===== config.mk =====
export PLATFORM = sky130hd
export DESIGN_NAME = echo_top
export DESIGN_NICKNAME = d
export VERILOG_FILES = /design/src/frame_pkg.sv /design/src/echo_pkg.sv /design/src/frame_stream_if.sv /design/src/startframe_convert.sv /design/src/packet_queue_controller.sv /design/src/echo_engine.sv /design/src/echo_top.sv
export VERILOG_INCLUDE_DIRS = /design/src /design/src/include
export SDC_FILE = /design/constraint.sdc
export NUM_CORES = 1
export LEC_CHECK = 0
export ABC_AREA = 1
export BUFFER_PORTS_ARGS = -buffer_cell sky130_fd_sc_hd__buf_2
export CORE_MARGIN = 2
export CORE_UTILIZATION = 35
export DETAILED_ROUTE_END_ITERATION = 10
export RECOVER_POWER = 50
export SKIP_CTS_REPAIR_TIMING = 1
export SLEW_MARGIN = 10
export SYNTH_ARGS = -nofsm -noshare
export SYNTH_HDL_FRONTEND = slang
export SYNTH_SLANG_ARGS = --single-unit

===== constraint.sdc =====
create_clock -name clk -period 4.02 [get_ports clk]
set_clock_uncertainty 0.05 [all_clocks]
set_input_delay 0.603 -clock clk [delete_from_list [all_inputs] [get_ports clk]]
set_output_delay 0.603 -clock clk [all_outputs]
set_load 0.01 [all_outputs]

===== src/include/echo_defs.svh =====
`ifndef ECHO_DEFS_SVH
`define ECHO_DEFS_SVH

// Beat data width of the MAC-facing streams
`define MAC_INTERFACE_W 32

// Count of unused bytes in an end beat
`define MAC_PADBYTES_W 2

// Frame byte size wide enough for one MTU
`define MTU_SIZE_W 11

// Data FIFO holds 32 beats
`define PKT_QUEUE_LOG_ELS 5

// Size FIFO holds 8 frames
`define SIZE_QUEUE_LOG_ELS 3

`endif


===== src/frame_pkg.sv =====
`default_nettype none

`include "echo_defs.svh"

package frame_pkg;

    // Bytes carried by one full beat
    localparam int BEAT_BYTES = `MAC_INTERFACE_W / 8;

    // One beat of a flagged frame stream
    typedef struct packed {
        logic [`MAC_INTERFACE_W-1:0] data;
        logic                        startframe;
        logic                        endframe;
        logic [`MAC_PADBYTES_W-1:0]  padbytes;
    } frame_beat_t;

    // Byte size of a whole frame
    typedef logic [`MTU_SIZE_W-1:0] frame_size_t;

endpackage

`default_nettype wire


===== src/echo_pkg.sv =====
`default_nettype none

`include "echo_defs.svh"

package echo_pkg;

    // Port pair carried in the first word of a frame
    typedef struct packed {
        logic [`MAC_INTERFACE_W/2-1:0] dst_port;
        logic [`MAC_INTERFACE_W/2-1:0] src_port;
    } port_pair_t;

    // First beat seen either as a raw word or as two ports
    typedef union packed {
        logic [`MAC_INTERFACE_W-1:0] raw;
        port_pair_t                  ports;
    } port_hdr_u;

endpackage

`default_nettype wire


===== src/frame_stream_if.sv =====
`timescale 1ns/1ps
`default_nettype none

interface frame_stream_if;

    logic                   val;
    frame_pkg::frame_beat_t beat;
    // Only meaningful on a start beat
    frame_pkg::frame_size_t frame_size;
    logic                   rdy;

    modport src (
        output val,
        output beat,
        output frame_size,
        input  rdy
    );

    modport dst (
        input  val,
        input  beat,
        input  frame_size,
        output rdy
    );

endinterface

`default_nettype wire


===== src/startframe_convert.sv =====
`timescale 1ns/1ps
`default_nettype none

`include "echo_defs.svh"

module startframe_convert (
    input  wire logic                        clk,
    input  wire logic                        rst,

    input  wire logic                        src_val_i,
    input  wire logic [`MAC_INTERFACE_W-1:0] src_data_i,
    input  wire logic                        src_last_i,
    input  wire logic [`MAC_PADBYTES_W-1:0]  src_padbytes_i,
    output logic                             src_rdy_o,

    frame_stream_if.src                      dst
);

    logic in_frame_r;
    logic src_xfer;

    assign src_xfer = src_val_i & src_rdy_o;

    // Pure pass-through apart from the start flag
    assign dst.val             = src_val_i;
    assign dst.beat.data       = src_data_i;
    assign dst.beat.startframe = ~in_frame_r;
    assign dst.beat.endframe   = src_last_i;
    assign dst.beat.padbytes   = src_padbytes_i;
    assign dst.frame_size      = '0;
    assign src_rdy_o           = dst.rdy;

    // Next beat starts a frame after reset and after every last beat
    always_ff @(posedge clk) begin
        if (rst) begin
            in_frame_r <= 1'b0;
        end else if (src_xfer) begin
            in_frame_r <= ~src_last_i;
        end
    end

    a_pad_only_on_last: assert property (
        @(posedge clk) disable iff (rst)
        (src_xfer && !src_last_i) |-> (src_padbytes_i == '0)
    );

endmodule

`default_nettype wire


===== src/packet_queue_controller.sv =====
`timescale 1ns/1ps
`default_nettype none

`include "echo_defs.svh"

module packet_queue_controller (
    input  wire logic   clk,
    input  wire logic   rst,

    frame_stream_if.dst wr,
    frame_stream_if.src rd
);

    localparam int DATA_ELS = 2 ** `PKT_QUEUE_LOG_ELS;
    localparam int SIZE_ELS = 2 ** `SIZE_QUEUE_LOG_ELS;

    frame_pkg::frame_beat_t data_mem [DATA_ELS];
    frame_pkg::frame_size_t size_mem [SIZE_ELS];

    // Pointers carry one extra wrap bit
    logic [`PKT_QUEUE_LOG_ELS:0]  data_wr_ptr;
    logic [`PKT_QUEUE_LOG_ELS:0]  data_rd_ptr;
    logic [`SIZE_QUEUE_LOG_ELS:0] size_wr_ptr;
    logic [`SIZE_QUEUE_LOG_ELS:0] size_rd_ptr;

    logic data_full;
    logic data_empty;
    logic size_full;
    logic size_empty;

    logic wr_xfer;
    logic rd_xfer;
    logic size_push;
    logic size_pop;

    frame_pkg::frame_size_t byte_cnt_r;
    frame_pkg::frame_size_t frame_bytes;
    frame_pkg::frame_size_t frame_total;
    frame_pkg::frame_beat_t head_beat;

    assign data_empty = (data_wr_ptr == data_rd_ptr);
    assign data_full  = (data_wr_ptr[`PKT_QUEUE_LOG_ELS] != data_rd_ptr[`PKT_QUEUE_LOG_ELS])
                     && (data_wr_ptr[`PKT_QUEUE_LOG_ELS-1:0]
                         == data_rd_ptr[`PKT_QUEUE_LOG_ELS-1:0]);

    assign size_empty = (size_wr_ptr == size_rd_ptr);
    assign size_full  = (size_wr_ptr[`SIZE_QUEUE_LOG_ELS] != size_rd_ptr[`SIZE_QUEUE_LOG_ELS])
                     && (size_wr_ptr[`SIZE_QUEUE_LOG_ELS-1:0]
                         == size_rd_ptr[`SIZE_QUEUE_LOG_ELS-1:0]);

    // A new frame may only begin once there is room for its size
    assign wr.rdy  = ~data_full & ~(size_full & wr.beat.startframe);
    assign wr_xfer = wr.val & wr.rdy;

    // Byte count restarts on every start beat
    assign frame_bytes = (wr.beat.startframe ? '0 : byte_cnt_r)
                       + frame_pkg::frame_size_t'(frame_pkg::BEAT_BYTES);
    assign frame_total = frame_bytes - frame_pkg::frame_size_t'(wr.beat.padbytes);
    assign size_push   = wr_xfer & wr.beat.endframe;

    always_ff @(posedge clk) begin
        if (rst) begin
            byte_cnt_r <= '0;
        end else if (wr_xfer) begin
            byte_cnt_r <= frame_bytes;
        end
    end

    always_ff @(posedge clk) begin
        if (wr_xfer) begin
            data_mem[data_wr_ptr[`PKT_QUEUE_LOG_ELS-1:0]] <= wr.beat;
        end
        if (size_push) begin
            size_mem[size_wr_ptr[`SIZE_QUEUE_LOG_ELS-1:0]] <= frame_total;
        end
    end

    // A start beat waits on the read side until its frame is fully stored
    assign head_beat = data_mem[data_rd_ptr[`PKT_QUEUE_LOG_ELS-1:0]];

    assign rd.val        = ~data_empty & (~head_beat.startframe | ~size_empty);
    assign rd.beat       = head_beat;
    assign rd.frame_size = head_beat.startframe
                         ? size_mem[size_rd_ptr[`SIZE_QUEUE_LOG_ELS-1:0]] : '0;

    assign rd_xfer  = rd.val & rd.rdy;
    assign size_pop = rd_xfer & head_beat.startframe;

    always_ff @(posedge clk) begin
        if (rst) begin
            data_wr_ptr <= '0;
            data_rd_ptr <= '0;
            size_wr_ptr <= '0;
            size_rd_ptr <= '0;
        end else begin
            if (wr_xfer) begin
                data_wr_ptr <= data_wr_ptr + 1'b1;
            end
            if (rd_xfer) begin
                data_rd_ptr <= data_rd_ptr + 1'b1;
            end
            if (size_push) begin
                size_wr_ptr <= size_wr_ptr + 1'b1;
            end
            if (size_pop) begin
                size_rd_ptr <= size_rd_ptr + 1'b1;
            end
        end
    end

    a_no_write_when_full: assert property (
        @(posedge clk) disable iff (rst)
        wr_xfer |-> !data_full
    );

    a_no_size_pop_when_empty: assert property (
        @(posedge clk) disable iff (rst)
        size_pop |-> !size_empty
    );

endmodule

`default_nettype wire


===== src/echo_engine.sv =====
`timescale 1ns/1ps
`default_nettype none

`include "echo_defs.svh"

module echo_engine (
    input  wire logic                        clk,
    input  wire logic                        rst,

    frame_stream_if.dst                      rx,

    output logic                             tx_val_o,
    output logic [`MAC_INTERFACE_W-1:0]      tx_data_o,
    output logic                             tx_startframe_o,
    output logic                             tx_endframe_o,
    output logic [`MAC_PADBYTES_W-1:0]       tx_padbytes_o,
    output logic [`MTU_SIZE_W-1:0]           tx_frame_size_o,
    input  wire logic                        tx_rdy_i
);

    logic                   stage_val_r;
    frame_pkg::frame_beat_t stage_beat_r;
    frame_pkg::frame_size_t stage_size_r;

    echo_pkg::port_hdr_u    hdr_in;
    echo_pkg::port_hdr_u    hdr_swapped;
    frame_pkg::frame_beat_t next_beat;
    logic                   rx_xfer;

    // Stage accepts when empty or when it drains this cycle
    assign rx.rdy  = ~stage_val_r | tx_rdy_i;
    assign rx_xfer = rx.val & rx.rdy;

    // First word of a frame holds the two ports
    assign hdr_in.raw                 = rx.beat.data;
    assign hdr_swapped.ports.dst_port = hdr_in.ports.src_port;
    assign hdr_swapped.ports.src_port = hdr_in.ports.dst_port;

    always_comb begin
        next_beat = rx.beat;
        if (rx.beat.startframe) begin
            next_beat.data = hdr_swapped.raw;
        end
    end

    always_ff @(posedge clk) begin
        if (rst) begin
            stage_val_r <= 1'b0;
        end else if (rx.rdy) begin
            stage_val_r <= rx.val;
        end
    end

    always_ff @(posedge clk) begin
        if (rx_xfer) begin
            stage_beat_r <= next_beat;
            stage_size_r <= rx.frame_size;
        end
    end

    assign tx_val_o        = stage_val_r;
    assign tx_data_o       = stage_beat_r.data;
    assign tx_startframe_o = stage_beat_r.startframe;
    assign tx_endframe_o   = stage_beat_r.endframe;
    assign tx_padbytes_o   = stage_beat_r.padbytes;
    assign tx_frame_size_o = stage_size_r;

    // A stalled beat must not change under the receiver
    a_tx_hold_when_stalled: assert property (
        @(posedge clk) disable iff (rst)
        (tx_val_o && !tx_rdy_i) |=>
            (tx_val_o && $stable(tx_data_o) && $stable(tx_startframe_o)
             && $stable(tx_endframe_o) && $stable(tx_padbytes_o)
             && $stable(tx_frame_size_o))
    );

endmodule

`default_nettype wire


===== src/echo_top.sv =====
`timescale 1ns/1ps
`default_nettype none

`include "echo_defs.svh"

module echo_top (
    input  wire logic                        clk,
    input  wire logic                        rst,

    input  wire logic                        rx_val_i,
    input  wire logic [`MAC_INTERFACE_W-1:0] rx_data_i,
    input  wire logic                        rx_last_i,
    input  wire logic [`MAC_PADBYTES_W-1:0]  rx_padbytes_i,
    output logic                             rx_rdy_o,

    output logic                             tx_val_o,
    output logic [`MAC_INTERFACE_W-1:0]      tx_data_o,
    output logic                             tx_startframe_o,
    output logic                             tx_endframe_o,
    output logic [`MAC_PADBYTES_W-1:0]       tx_padbytes_o,
    output logic [`MTU_SIZE_W-1:0]           tx_frame_size_o,
    input  wire logic                        tx_rdy_i
);

    frame_stream_if conv_q ();
    frame_stream_if q_eng ();

    startframe_convert u_convert (
        .clk            (clk),
        .rst            (rst),
        .src_val_i      (rx_val_i),
        .src_data_i     (rx_data_i),
        .src_last_i     (rx_last_i),
        .src_padbytes_i (rx_padbytes_i),
        .src_rdy_o      (rx_rdy_o),
        .dst            (conv_q.src)
    );

    // Frames are released only once fully stored
    packet_queue_controller u_pkt_queue (
        .clk (clk),
        .rst (rst),
        .wr  (conv_q.dst),
        .rd  (q_eng.src)
    );

    echo_engine u_echo (
        .clk             (clk),
        .rst             (rst),
        .rx              (q_eng.dst),
        .tx_val_o        (tx_val_o),
        .tx_data_o       (tx_data_o),
        .tx_startframe_o (tx_startframe_o),
        .tx_endframe_o   (tx_endframe_o),
        .tx_padbytes_o   (tx_padbytes_o),
        .tx_frame_size_o (tx_frame_size_o),
        .tx_rdy_i        (tx_rdy_i)
    );

endmodule

`default_nettype wire


; Yosys cells after proc, flatten, opt, wreduce, memory -nomap -nowiden
; Memory sizes are Yosys's and may differ from the RTL's. A register that Yosys moved wholly into a read port is not among the register bits.
; Index checks and enable logic that the tools add are counted.
; Widths: inputs -> output; s select.
[classes]
add_sub_neg = 6
bitwise_logic = 17
eq_ne = 6
mux = 8
n_reduce_logical = 3
[ops]
columns = cell, count
row1 = $mux 32, 1
row2 = $add 6x1->6 const B, 2
row3 = $add 11x3->11 const B, 1
row4 = $mux 11, 1
row5 = $sub 11x2->11, 1
row6 = $mux 5, 2
row7 = $add 4x1->4 const B, 2
row8 = $not 1->1, 8
row9 = $and 1x1->1, 7
row10 = $eq 6x6->1, 1
row11 = $eq 5x5->1, 1
row12 = $eq 4x4->1, 1
row13 = $mux 1, 4
row14 = $eq 3x3->1, 1
row15 = $logic_and 1x1->1, 2
row16 = $ne 1x1->1, 2
row17 = $or 1x1->1, 2
row18 = $logic_not 1->1, 1
[totals]
n_memories = 2
inputBits = 39
reg_bits = 69
ramBits = 1240
output_inout_bits = 49
word_cells = 53
[memory_table]
columns = name, words, width, read_ports, rd_ports_with_merged_regs, wr, line_no
row1 = u_pkt_queue.data_mem, 32, 36, 1, 1, 1, packet_queue_controller.sv:17  ; frame_pkg::frame_beat_t data_mem [DATA_ELS];
row2 = u_pkt_queue.size_mem, 8, 11, 1, 1, 1, packet_queue_controller.sv:18  ; frame_pkg::frame_size_t size_mem [SIZE_ELS];

; Longest topological paths before layout
; Gate-level depths: netlist (run 1).
[depth]
depth_word = 9
ltp_mapped = 16
ltp_nobuf = 14

; Hierarchy
; From an unflattened synthesis (run 1), not the netlist that was laid out.
[hier_totals]
cells_unflattened = 3923
hier_area_um2 = 52641.7
[by_module_without_submodules]
columns = module, area_per_inst_um2, n_inst, cells_each, seq_area_each_um2
row1 = packet_queue_controller, 50349.5, 1, 3727, 38016.5
row2 = echo_engine, 1883.1, 1, 140, 1431.4
row3 = startframe_convert, 409.1, 1, 56, 20.0

; Worst setup path before layout (run 1)
; Ideal clock, no wire load.
[synth_timing]
kind = reg2reg
from = register u_pkt_queue.size_rd_ptr[1]
to = memory u_pkt_queue.data_mem[7][0] in the netlist's numbering, enable pin
setup_ns = 0.474
t_arrival_ns = 3.611
slack_ns = -0.115
required_time_ns = 3.496
synth_period_minus_slack_ns = 4.135
stages_incl_launch_ff = 10
path_buffers = 2
cell_sequence = dfxtp_1 buf_2 inv_1 nand2_1 nand4_1 a21oi_1 nand2_1 nand3_2 buf_2 nor3_1
[synth_via]
elab_chain_cells = 8
[synth_rtl]
columns = item, line_no
row1 = "start, declared", packet_queue_controller.sv:24  ; logic [`SIZE_QUEUE_LOG_ELS:0] size_rd_ptr;
row2 = "start signal, assigned", packet_queue_controller.sv:106  ; size_rd_ptr <= size_rd_ptr + 1'b1;
row3 = $eq 3x3->1, packet_queue_controller.sv:48  ; && (size_wr_ptr[`SIZE_QUEUE_LOG_ELS-1:0]
row4 = $logic_and 1x1->1, packet_queue_controller.sv:47  ; assign size_full = (size_wr_ptr[`SIZE_QUEUE_LOG_ELS] != size_rd_ptr[`SIZE_QUEUE_LOG_ELS])
row5 = $and 1x1->1, packet_queue_controller.sv:52  ; assign wr.rdy = ~data_full & ~(size_full & wr.beat.startframe);
row6 = $not 1->1, packet_queue_controller.sv:52
row7 = $and 1x1->1, packet_queue_controller.sv:52
row8 = $and 1x1->1, packet_queue_controller.sv:53  ; assign wr_xfer = wr.val & wr.rdy;
row9 = $mux 1, packet_queue_controller.sv:70  ; if (wr_xfer) begin
row10 = $mux 1, packet_queue_controller.sv:71  ; data_mem[data_wr_ptr[`PKT_QUEUE_LOG_ELS-1:0]] <= wr.beat;
row11 = "end, declared", packet_queue_controller.sv:17
; Every way passes these cells.

; Worst setup path in the final report (run 1)
[layout_timing]
from = register u_pkt_queue.data_wr_ptr[3]
to = memory u_pkt_queue.data_mem[14][8] in the netlist's numbering, enable pin
[layout_via]
elab_chain_cells = 7
[layout_rtl]
columns = item, line_no
row1 = "start, declared", packet_queue_controller.sv:21  ; logic [`PKT_QUEUE_LOG_ELS:0] data_wr_ptr;
row2 = "start signal, assigned", packet_queue_controller.sv:97  ; data_wr_ptr <= data_wr_ptr + 1'b1;
row3 = $eq 5x5->1, packet_queue_controller.sv:43  ; && (data_wr_ptr[`PKT_QUEUE_LOG_ELS-1:0]
row4 = $logic_and 1x1->1, packet_queue_controller.sv:42  ; assign data_full = (data_wr_ptr[`PKT_QUEUE_LOG_ELS] != data_rd_ptr[`PKT_QUEUE_LOG_ELS])
row5 = $not 1->1, packet_queue_controller.sv:52
row6 = $and 1x1->1, packet_queue_controller.sv:52
row7 = $and 1x1->1, packet_queue_controller.sv:53
row8 = $mux 1, packet_queue_controller.sv:70
row9 = $mux 1, packet_queue_controller.sv:71
; Several ways; a longest one is shown, not always the timed one.

==> metrics.txt, run 1 <==
final hold viol count=0; total grt overflow=0; Async SR Flop Fraction=0%; largest net degree at the start of global routing=around 150; failing checks=max-capacitance violations, max-slew violations; Area Growth Syn to Fin=13.2%; static leakage=roughly 19 nW; Post-Syn Area=52300 um2; status=complete, but fails checks; DR pass1 iterations=5; average size of a mapped cell=13.2 um2; xor-xnor portion of the synthesized cell area=less than 1%; Synth Register Bits=~1300; total of max-cap violations=3; Ports=88; Post-Synth Adder-Cell Area=0.277%; vias in the first global route=approximately 32000; worst path bufs/invs=4; die height=391 um; Routed Antenna Nets=0; largest family of logic cells by synthesized area=compound AO/OA/AOI/OAI gates; global-route wire length before repair=around 220 mm; Cell Count, Final, Fillers Out=6054; DR DRC count=0; Syn Nets=between 4000 and 5000; Initial Util=roughly 35%; Die ar.=around 150000 um2; sequential area share after synthesis=75.3%; Slowest cell on crit path=buf_4; H-tree depth=4; Routed WL=roughly 150 mm; layout cells sized above 1=under 10%; clock slew at reported path FFs=0.06 ns; Crit path max-delay family=buffers and inverters; Gate Count Post-Synth=3962; mux share of post-synthesis cell area=0%; Buffers on Ports=slightly below 90; GRT Util Overall=roughly a fifth; Post-DP HPWL=76.2 mm; GPL Wtd Cong=0.796; Power Density=between 600 and 700 nW/um2; Slew Limit Headroom=-19.7%; crit path time final=3.40 ns; WL/cell=approximately 25 um; Worst Path Arrival=~3.7 ns; CTS tree=done; unique cell type count in the Yosys netlist=41; Vias=33600; f_max=between 200 and 300 MHz; clk root buf=clkbuf_16; CTS Buffer Depth=3; Util after Layout=between 40% and 50%; initial DRC count=4269; clock sink count=about 1300; fin crit share=between 80 and 90%; Yosys warning count=0; Synth Area in Simple Gates=around a tenth; clk_lat worst skew=0.79 ns; worst path cell trace=inv_1 -> nand2_1 -> a21oi_1 -> nand4_1 -> nand3_1 -> inv_1 -> nand2_1 -> clkbuf_1 -> nor2_1 -> buf_4; fin nets=approximately 4000; Worst Setup Start Kind=register; slowest stage delay, CP=0.78 ns; initial antenna violation count=11; max-slew violation count=around 100; Main synth FF type=edfxtp_1; # placed instances=roughly 5800; worst hold path class=input port to register; core area=~150000 um2; slew at the pin closest to its max-slew limit=around 1.8 ns; RSZ-0062 raised after global routing=no; CP Capture Type=register; Post-synth EDFFs=1287; final setup vio count=0; number of vias per cell=~5.6; die width=between 300 and 400 um; Worst Path Class, Setup=register to register; Req. time, crit path=around 4.4 ns; peak fanout along the critical path=30; post-synthesis compound-gate area fraction=around 11%; standard-cell rows=141; total CTS buffers=138; worst vdd ir=0.474 mV
-- where the power goes --
part	switching, mW	total (mW)	internal [mW]
Sequential	0.303	16.1	15.7
Combinational	5.94	8.15	2.21
Clock	5.30	12.2	6.89
Total	11.5	36.4	24.8
-- routing by layer --
layer | vias to the layer above | global-route usage (%) | wire [um]
li1 | 14900 | - | -
met1 | 16900 | 27.0 | 62500
met2 | 1550 | 30.3 | 69400
met3 | 248 | 3.91 | 13700
met4 | 10 | 5.42 | 3700
met5 | - | 0 | 60
-- metrics by stage --
| stage | hold slack (ns) | TNS [ns] | setup WS (ns) | cell area, um2 | total power [mW] |
|---|---|---|---|---|---|
| finish | 0.169 | 0 | 0.625 | 59200 | 36.4 |
| global route | 0.169 | 0 | 0.462 | 59200 | 38.0 |
| CTS | 0.133 | 0 | 0.716 | 59400 | 36.6 |
| detailed placement | 0.404 | 0 | 0.749 | 55100 | 24.5 |
| global placement | 0.392 | 0 | 0.805 | 55100 | 24.5 |
| floorplan | 0.383 | -8.28 | -0.115 | 52300 | 21.8 |
-- state kept, by name, indices dropped and copies added (netlist names), named ones only --
signal,flops
u_pkt_queue.size_mem,88
u_pkt_queue.data_wr_ptr,6
u_pkt_queue.byte_cnt_r,11
u_echo.tx_val_o,1
u_pkt_queue.data_rd_ptr,6
u_echo.tx_frame_size_o,11
u_echo.tx_padbytes_o,2
u_pkt_queue.data_mem,1152
u_convert.in_frame_r,1
u_echo.tx_startframe_o,1
u_pkt_queue.size_wr_ptr,4
u_echo.tx_data_o,32
u_pkt_queue.size_rd_ptr,4
u_echo.tx_endframe_o,1
-- placed cells by master (no fill, tap or decap), types with 31 or more instances in the layout --
master / netlist / layout
a21oi_1: 84 / 84
a31oi_1: 31 / 31
buf_4: 20 / 77
clkbuf_1: 145 / 127
clkbuf_16: 0 / 141
dfxtp_1: 38 / 33
edfxtp_1: 1287 / 1287
inv_1: 58 / 55
nand2_1: 349 / 349
nand3_1: 178 / 179
nor2_1: 706 / 677
o21ai_0: 559 / 559
o21ai_1: 50 / 50
o221ai_1: 204 / 204
o22ai_1: 68 / 68
-- worst paths after layout --
kind                            slack (ns)  depth (start not counted)                               startpoint                                      end
worst max register to register        0.62                         10  u_pkt_queue.data_wr_ptr[3]$_SDFFE_PP0P_    u_pkt_queue.data_mem[14][8]$_DFFE_PP_
worst min-delay path                  0.17                          2                                      rst  u_pkt_queue.size_rd_ptr[3]$_SDFFE_PP0P_
worst max-delay path                  0.62                         10  u_pkt_queue.data_wr_ptr[3]$_SDFFE_PP0P_    u_pkt_queue.data_mem[14][8]$_DFFE_PP_
worst min register to register        0.41                          2   u_pkt_queue.byte_cnt_r[3]$_SDFFE_PP0P_   u_pkt_queue.byte_cnt_r[3]$_SDFFE_PP0P_
-- area by class of cell --
type / count / area (um2)
fill: 13600 / 88800
multi-input combinational: 2298 / 11500
sequential: 1325 / 39400
timing repair buffer: 193 / 1310
tap: 1930 / 2410
clock buffer: 177 / 3680
inverter: 64 / 272
antenna: 1 / 2.50
clock inverter: 66 / 574
-- kinds of logic after synthesis --
| family | count (synthesis) |
|---|---|
| DFF | 1325 |
| xor gates and xnor gates | 21 |
| buffers and inverters | 339 |
| and+or+nand+nor | 1259 |
| adders and majority gates | 11 |
| AOI/OAI and AO/OA | 1007 |
-- synthesized netlist by cell type (all sizes together) (4+ instances only) --
cell	count	area [um2]
edfxtp	1287	38600
nor2	707	2660
o21ai	609	3050
nand2	351	1320
o221ai	204	1790
nand3	180	918
clkbuf	150	569
buf	125	792
a21oi	85	429
o22ai	68	425
inv	64	243
dfxtp	38	761
a31oi	31	194
xor2	13	114
ha	10	125
nand4	10	68.8
xnor2	8	70.1
nor3	7	35.0
o21a	4	30.0
(Power assumes the default switching activity.)
==> run 2: changes to the inputs <==
- ABC_AREA: 1 -> 0
- clock period: 4.02 -> 3.2 ns (I/O delays scaled with it)
==> run 2 against run 1 <==
The run still ends with max-capacitance violations, max-slew violations left; sequential cell count did not move; maximum frequency rose by 12%; utilization rose by 0.92 points; critical path depth fell by 2; worst setup slack got worse by 0.47 ns; worst hold slack got worse by 0.12 ns; critical path type unchanged; largest cell class unchanged; largest power group unchanged.
==> metrics.txt, run 2 <==
clk root buf=clkbuf_16; number of vias per cell=5.41 (-2.6%); Req. time, crit path=3.59 ns (-0.76 ns); status=complete, but fails checks; largest area contributor in the netlist=edfxtp_1; static leakage=17.9 nW (-5.6%); Clk network pwr share=36.6% (+3.1 points); Die ar.=150000 um2 (-2.0%); Worst Path Class, Setup=register to register; CTS tree=done; Switching Fraction=24.0% (-7.7 points); r2r setup slk=0.16 ns (-0.47 ns); diode count=0 (-1); Worst Path Arrival=3.43 ns (-0.30 ns); worst vdd ir=0.632 mV (+33%); Cell Area, Placed=55500 um2 (+0.74%); clk_lat worst skew=0.76 ns (-0.03 ns); Sequential Power Share=47.1% (+3.0 points); total power=41.9 mW (+15%); f_max=328 MHz (+12%); Synth Register Bits=1325 (unchanged); Slew Limit Headroom=-3.88% (+16 points); peak fanout along the critical path=20 (-33%); H-tree depth=4 (unchanged); die width=387 um (-1.0%); NetSw=10.1 mW (-13%); Power Density=703 nW/um2 (+14%); Routed WL=127 mm (-15%); average size of a mapped cell=22.9 um2 (+73%); Comb pwr share=16.2% (-6.2 points); fin nets=2541 (-38%); standard-cell rows=140 (-0.71%); Reg-to-Reg End=u_pkt_queue.data_mem[6][25]$_DFFE_PP_; max reg flops=1152 (unchanged); Vias=24400 (-28%); # placed instances=4271 (-26%); largest net degree at the start of global routing=65 (-55%); Synth top cells by count=1287 x edfxtp_1, 372 x mux4_2, 93 x mux2i_1; crit path time final=3.04 ns (-0.351 ns); core area=146000 um2 (-1.7%); max-slew violation count=68 (-34%); most common cell after layout, fill and taps aside=edfxtp_1; area share of the largest cell type after synthesis=75.4% (+1.6 points); failing checks=max-capacitance violations, max-slew violations; global-route wire length before repair=183 mm (-16%); worst hold path class=input port to register; Initial Util=35.2% (-0.15 points); GPL Wtd Cong=0.799 (+0.36%); Post-synth EDFFs=1287 (unchanged); unique cell type count in the Yosys netlist=57 (+39%); Filler cells=12500 (-7.8%); clock sink count=1325 (unchanged); vias in the first global route=25000 (-22%); DR pass1 iterations=7 (+2); Cell Count, Final, Fillers Out=4506 (-26%); R2R Path Start=u_pkt_queue.data_wr_ptr[0]$_SDFFE_PP0P_; top post-synthesis cells by area=edfxtp_1 75%, mux4_2 16%, mux2i_1 1.8%; Ports=88 (unchanged); top-count cell post-synth=edfxtp_1; Area Growth Syn to Fin=16.3%; initial DRC count=2493 (-42%); initial antenna violation count=8 (-3); total of max-cap violations=3 (unchanged); CP Capture Type=register; R2R depth=8 (-2); Async SR Flop Fraction=0% (unchanged); WL/cell=28.3 um (+15%); Gate Count Post-Synth=2241 (-43%); slew at the pin closest to its max-slew limit=1.56 ns (-0.237 ns); DR DRC count=0 (unchanged); fin crit share=95.1% (+11 points); Yosys warning count=0 (unchanged); most frequent cells in the layout=1287 x edfxtp_1, 372 x mux4_2, 139 x clkbuf_16; GRT Util Overall=17.0% (-2.2 points); layout cells sized above 1=28.9% (+21 points); total CTS buffers=134 (-2.9%); final instance area=59600 um2 (+0.61%); final hold viol count=0 (unchanged); RSZ-0062 raised after global routing=no; Internal=31.8 mW (+28%); Routed Antenna Nets=0 (unchanged); CTS Buffer Depth=3 (unchanged); Worst Setup Start Kind=register; Post-DP HPWL=74.2 mm (-2.6%); Syn Nets=2291 (-43%); CP Capture Point=u_pkt_queue.data_mem[6][25]$_DFFE_PP_; total grt overflow=0 (unchanged); sequential area share after synthesis=76.9% (+1.6 points); Main synth FF type=edfxtp_1; Buffers on Ports=87 (unchanged); die height=387 um (-1.0%); final setup vio count=0 (unchanged); Critical Path Start=u_pkt_queue.data_wr_ptr[0]$_SDFFE_PP0P_; Post-Syn Area=51300 um2 (-2.1%); clock slew at reported path FFs=0.06 ns (about the same)
[run 2: cell types whose count changed after synthesis, sizes merged, moves of 102 or more]
cell / previous run / this run
nor2: 707 / 71
o21ai: 609 / 14
mux4: 0 / 372
nand2: 351 / 32
o221ai: 204 / 0
nand3: 180 / 24
clkbuf: 150 / 48
[run 2: layout make-up]
| cell class | count | area [um2] | area share, % |
|---|---|---|---|
| Clock buffer | 165 | 3590 | 6.02 |
| Clock inverter | 69 | 667 | 1.12 |
| Inverter | 18 | 67.6 | 0.113 |
| Multi-Input combinational cell | 776 | 11400 | 19.1 |
| Sequential cell | 1325 | 39400 | 66.2 |
| Tap cell | 1917 | 2400 | 4.03 |
| Timing Repair Buffer | 236 | 2030 | 3.41 |
[run 2: worst min-delay path by stage]
stage	to	slack, ns	start	cells after the start
after floorplan	u_pkt_queue.byte_cnt_r[1]$_SDFFE_PP0P_	0.40	u_pkt_queue.byte_cnt_r[1]$_SDFFE_PP0P_	1
after global placement	u_pkt_queue.byte_cnt_r[1]$_SDFFE_PP0P_	0.41	u_pkt_queue.byte_cnt_r[1]$_SDFFE_PP0P_	1
after detailed placement	u_pkt_queue.byte_cnt_r[1]$_SDFFE_PP0P_	0.42	u_pkt_queue.byte_cnt_r[1]$_SDFFE_PP0P_	1
after CTS	u_pkt_queue.data_mem[8][0]$_DFFE_PP_	-0.03	rx_padbytes_i[0]	1
after global routing	u_echo.tx_val_o$_SDFFE_PP0N_	0.05	tx_rdy_i	4
final	u_echo.tx_val_o$_SDFFE_PP0N_	0.05	tx_rdy_i	4
[run 2: kinds of logic (layout without fill, tap and decap cells)]
kind of cell | count (synthesis) | after routing | share of synthesized area [%]
fa+ha+maj | 11 | 11 | 0.283
buf+inv | 140 | 488 | 1.32
compound gates | 72 | 72 | 0.889
mux | 476 | 476 | 18.4
simple gates | 198 | 198 | 1.89
flops | 1325 | 1325 | 76.9
xor+xnor | 19 | 19 | 0.325
[run 2: critical path, stage by stage (launching register included)]
cell and delay [ns]:
dfxtp_1 0.45, xor2_1 0.18, nor3_1 0.10, nand3b_1 0.12, and2_1 0.25, nand2_1 0.14
buf_12 0.18, nor2_4 0.82, buf_4 0.40
[run 2: stage by stage]
step / TNS [ns] / hold WS [ns] / setup WS, ns / utilization [%]
2_1_floorplan: -396.40 / 0.402 / -0.398 / -
3_3_place_gp: 0 / 0.410 / 0.0905 / 38.2
3_5_place_dp: 0 / 0.420 / 0.0147 / 38.2
4_1_cts: -0.0196 / -0.0263 / -0.0196 / 41.1
5_1_grt: 0 / 0.0499 / 0.00757 / 40.9
6_report: 0 / 0.0483 / 0.156 / 40.9
[run 2: per-layer routing]
metal,part of all wire (%),up-vias,track usage (%)
met4,2.1,8,4.43
met5,0.043,-,0
li1,-,9992,-
met3,7.8,177,3.44
met1,42,13200,24.0
met2,48,1018,27.1
[run 2: power by group through the flow]
stage / logic [mW] / clock network [mW] / registers [mW]
3_5_place_dp: 6.99 / 0 / 20.1
2_1_floorplan: 4.53 / 0 / 20.1
4_1_cts: 7.02 / 15.6 / 19.7
3_3_place_gp: 6.90 / 0 / 20.1
5_1_grt: 7.30 / 16.3 / 19.8
6_report: 6.80 / 15.4 / 19.8
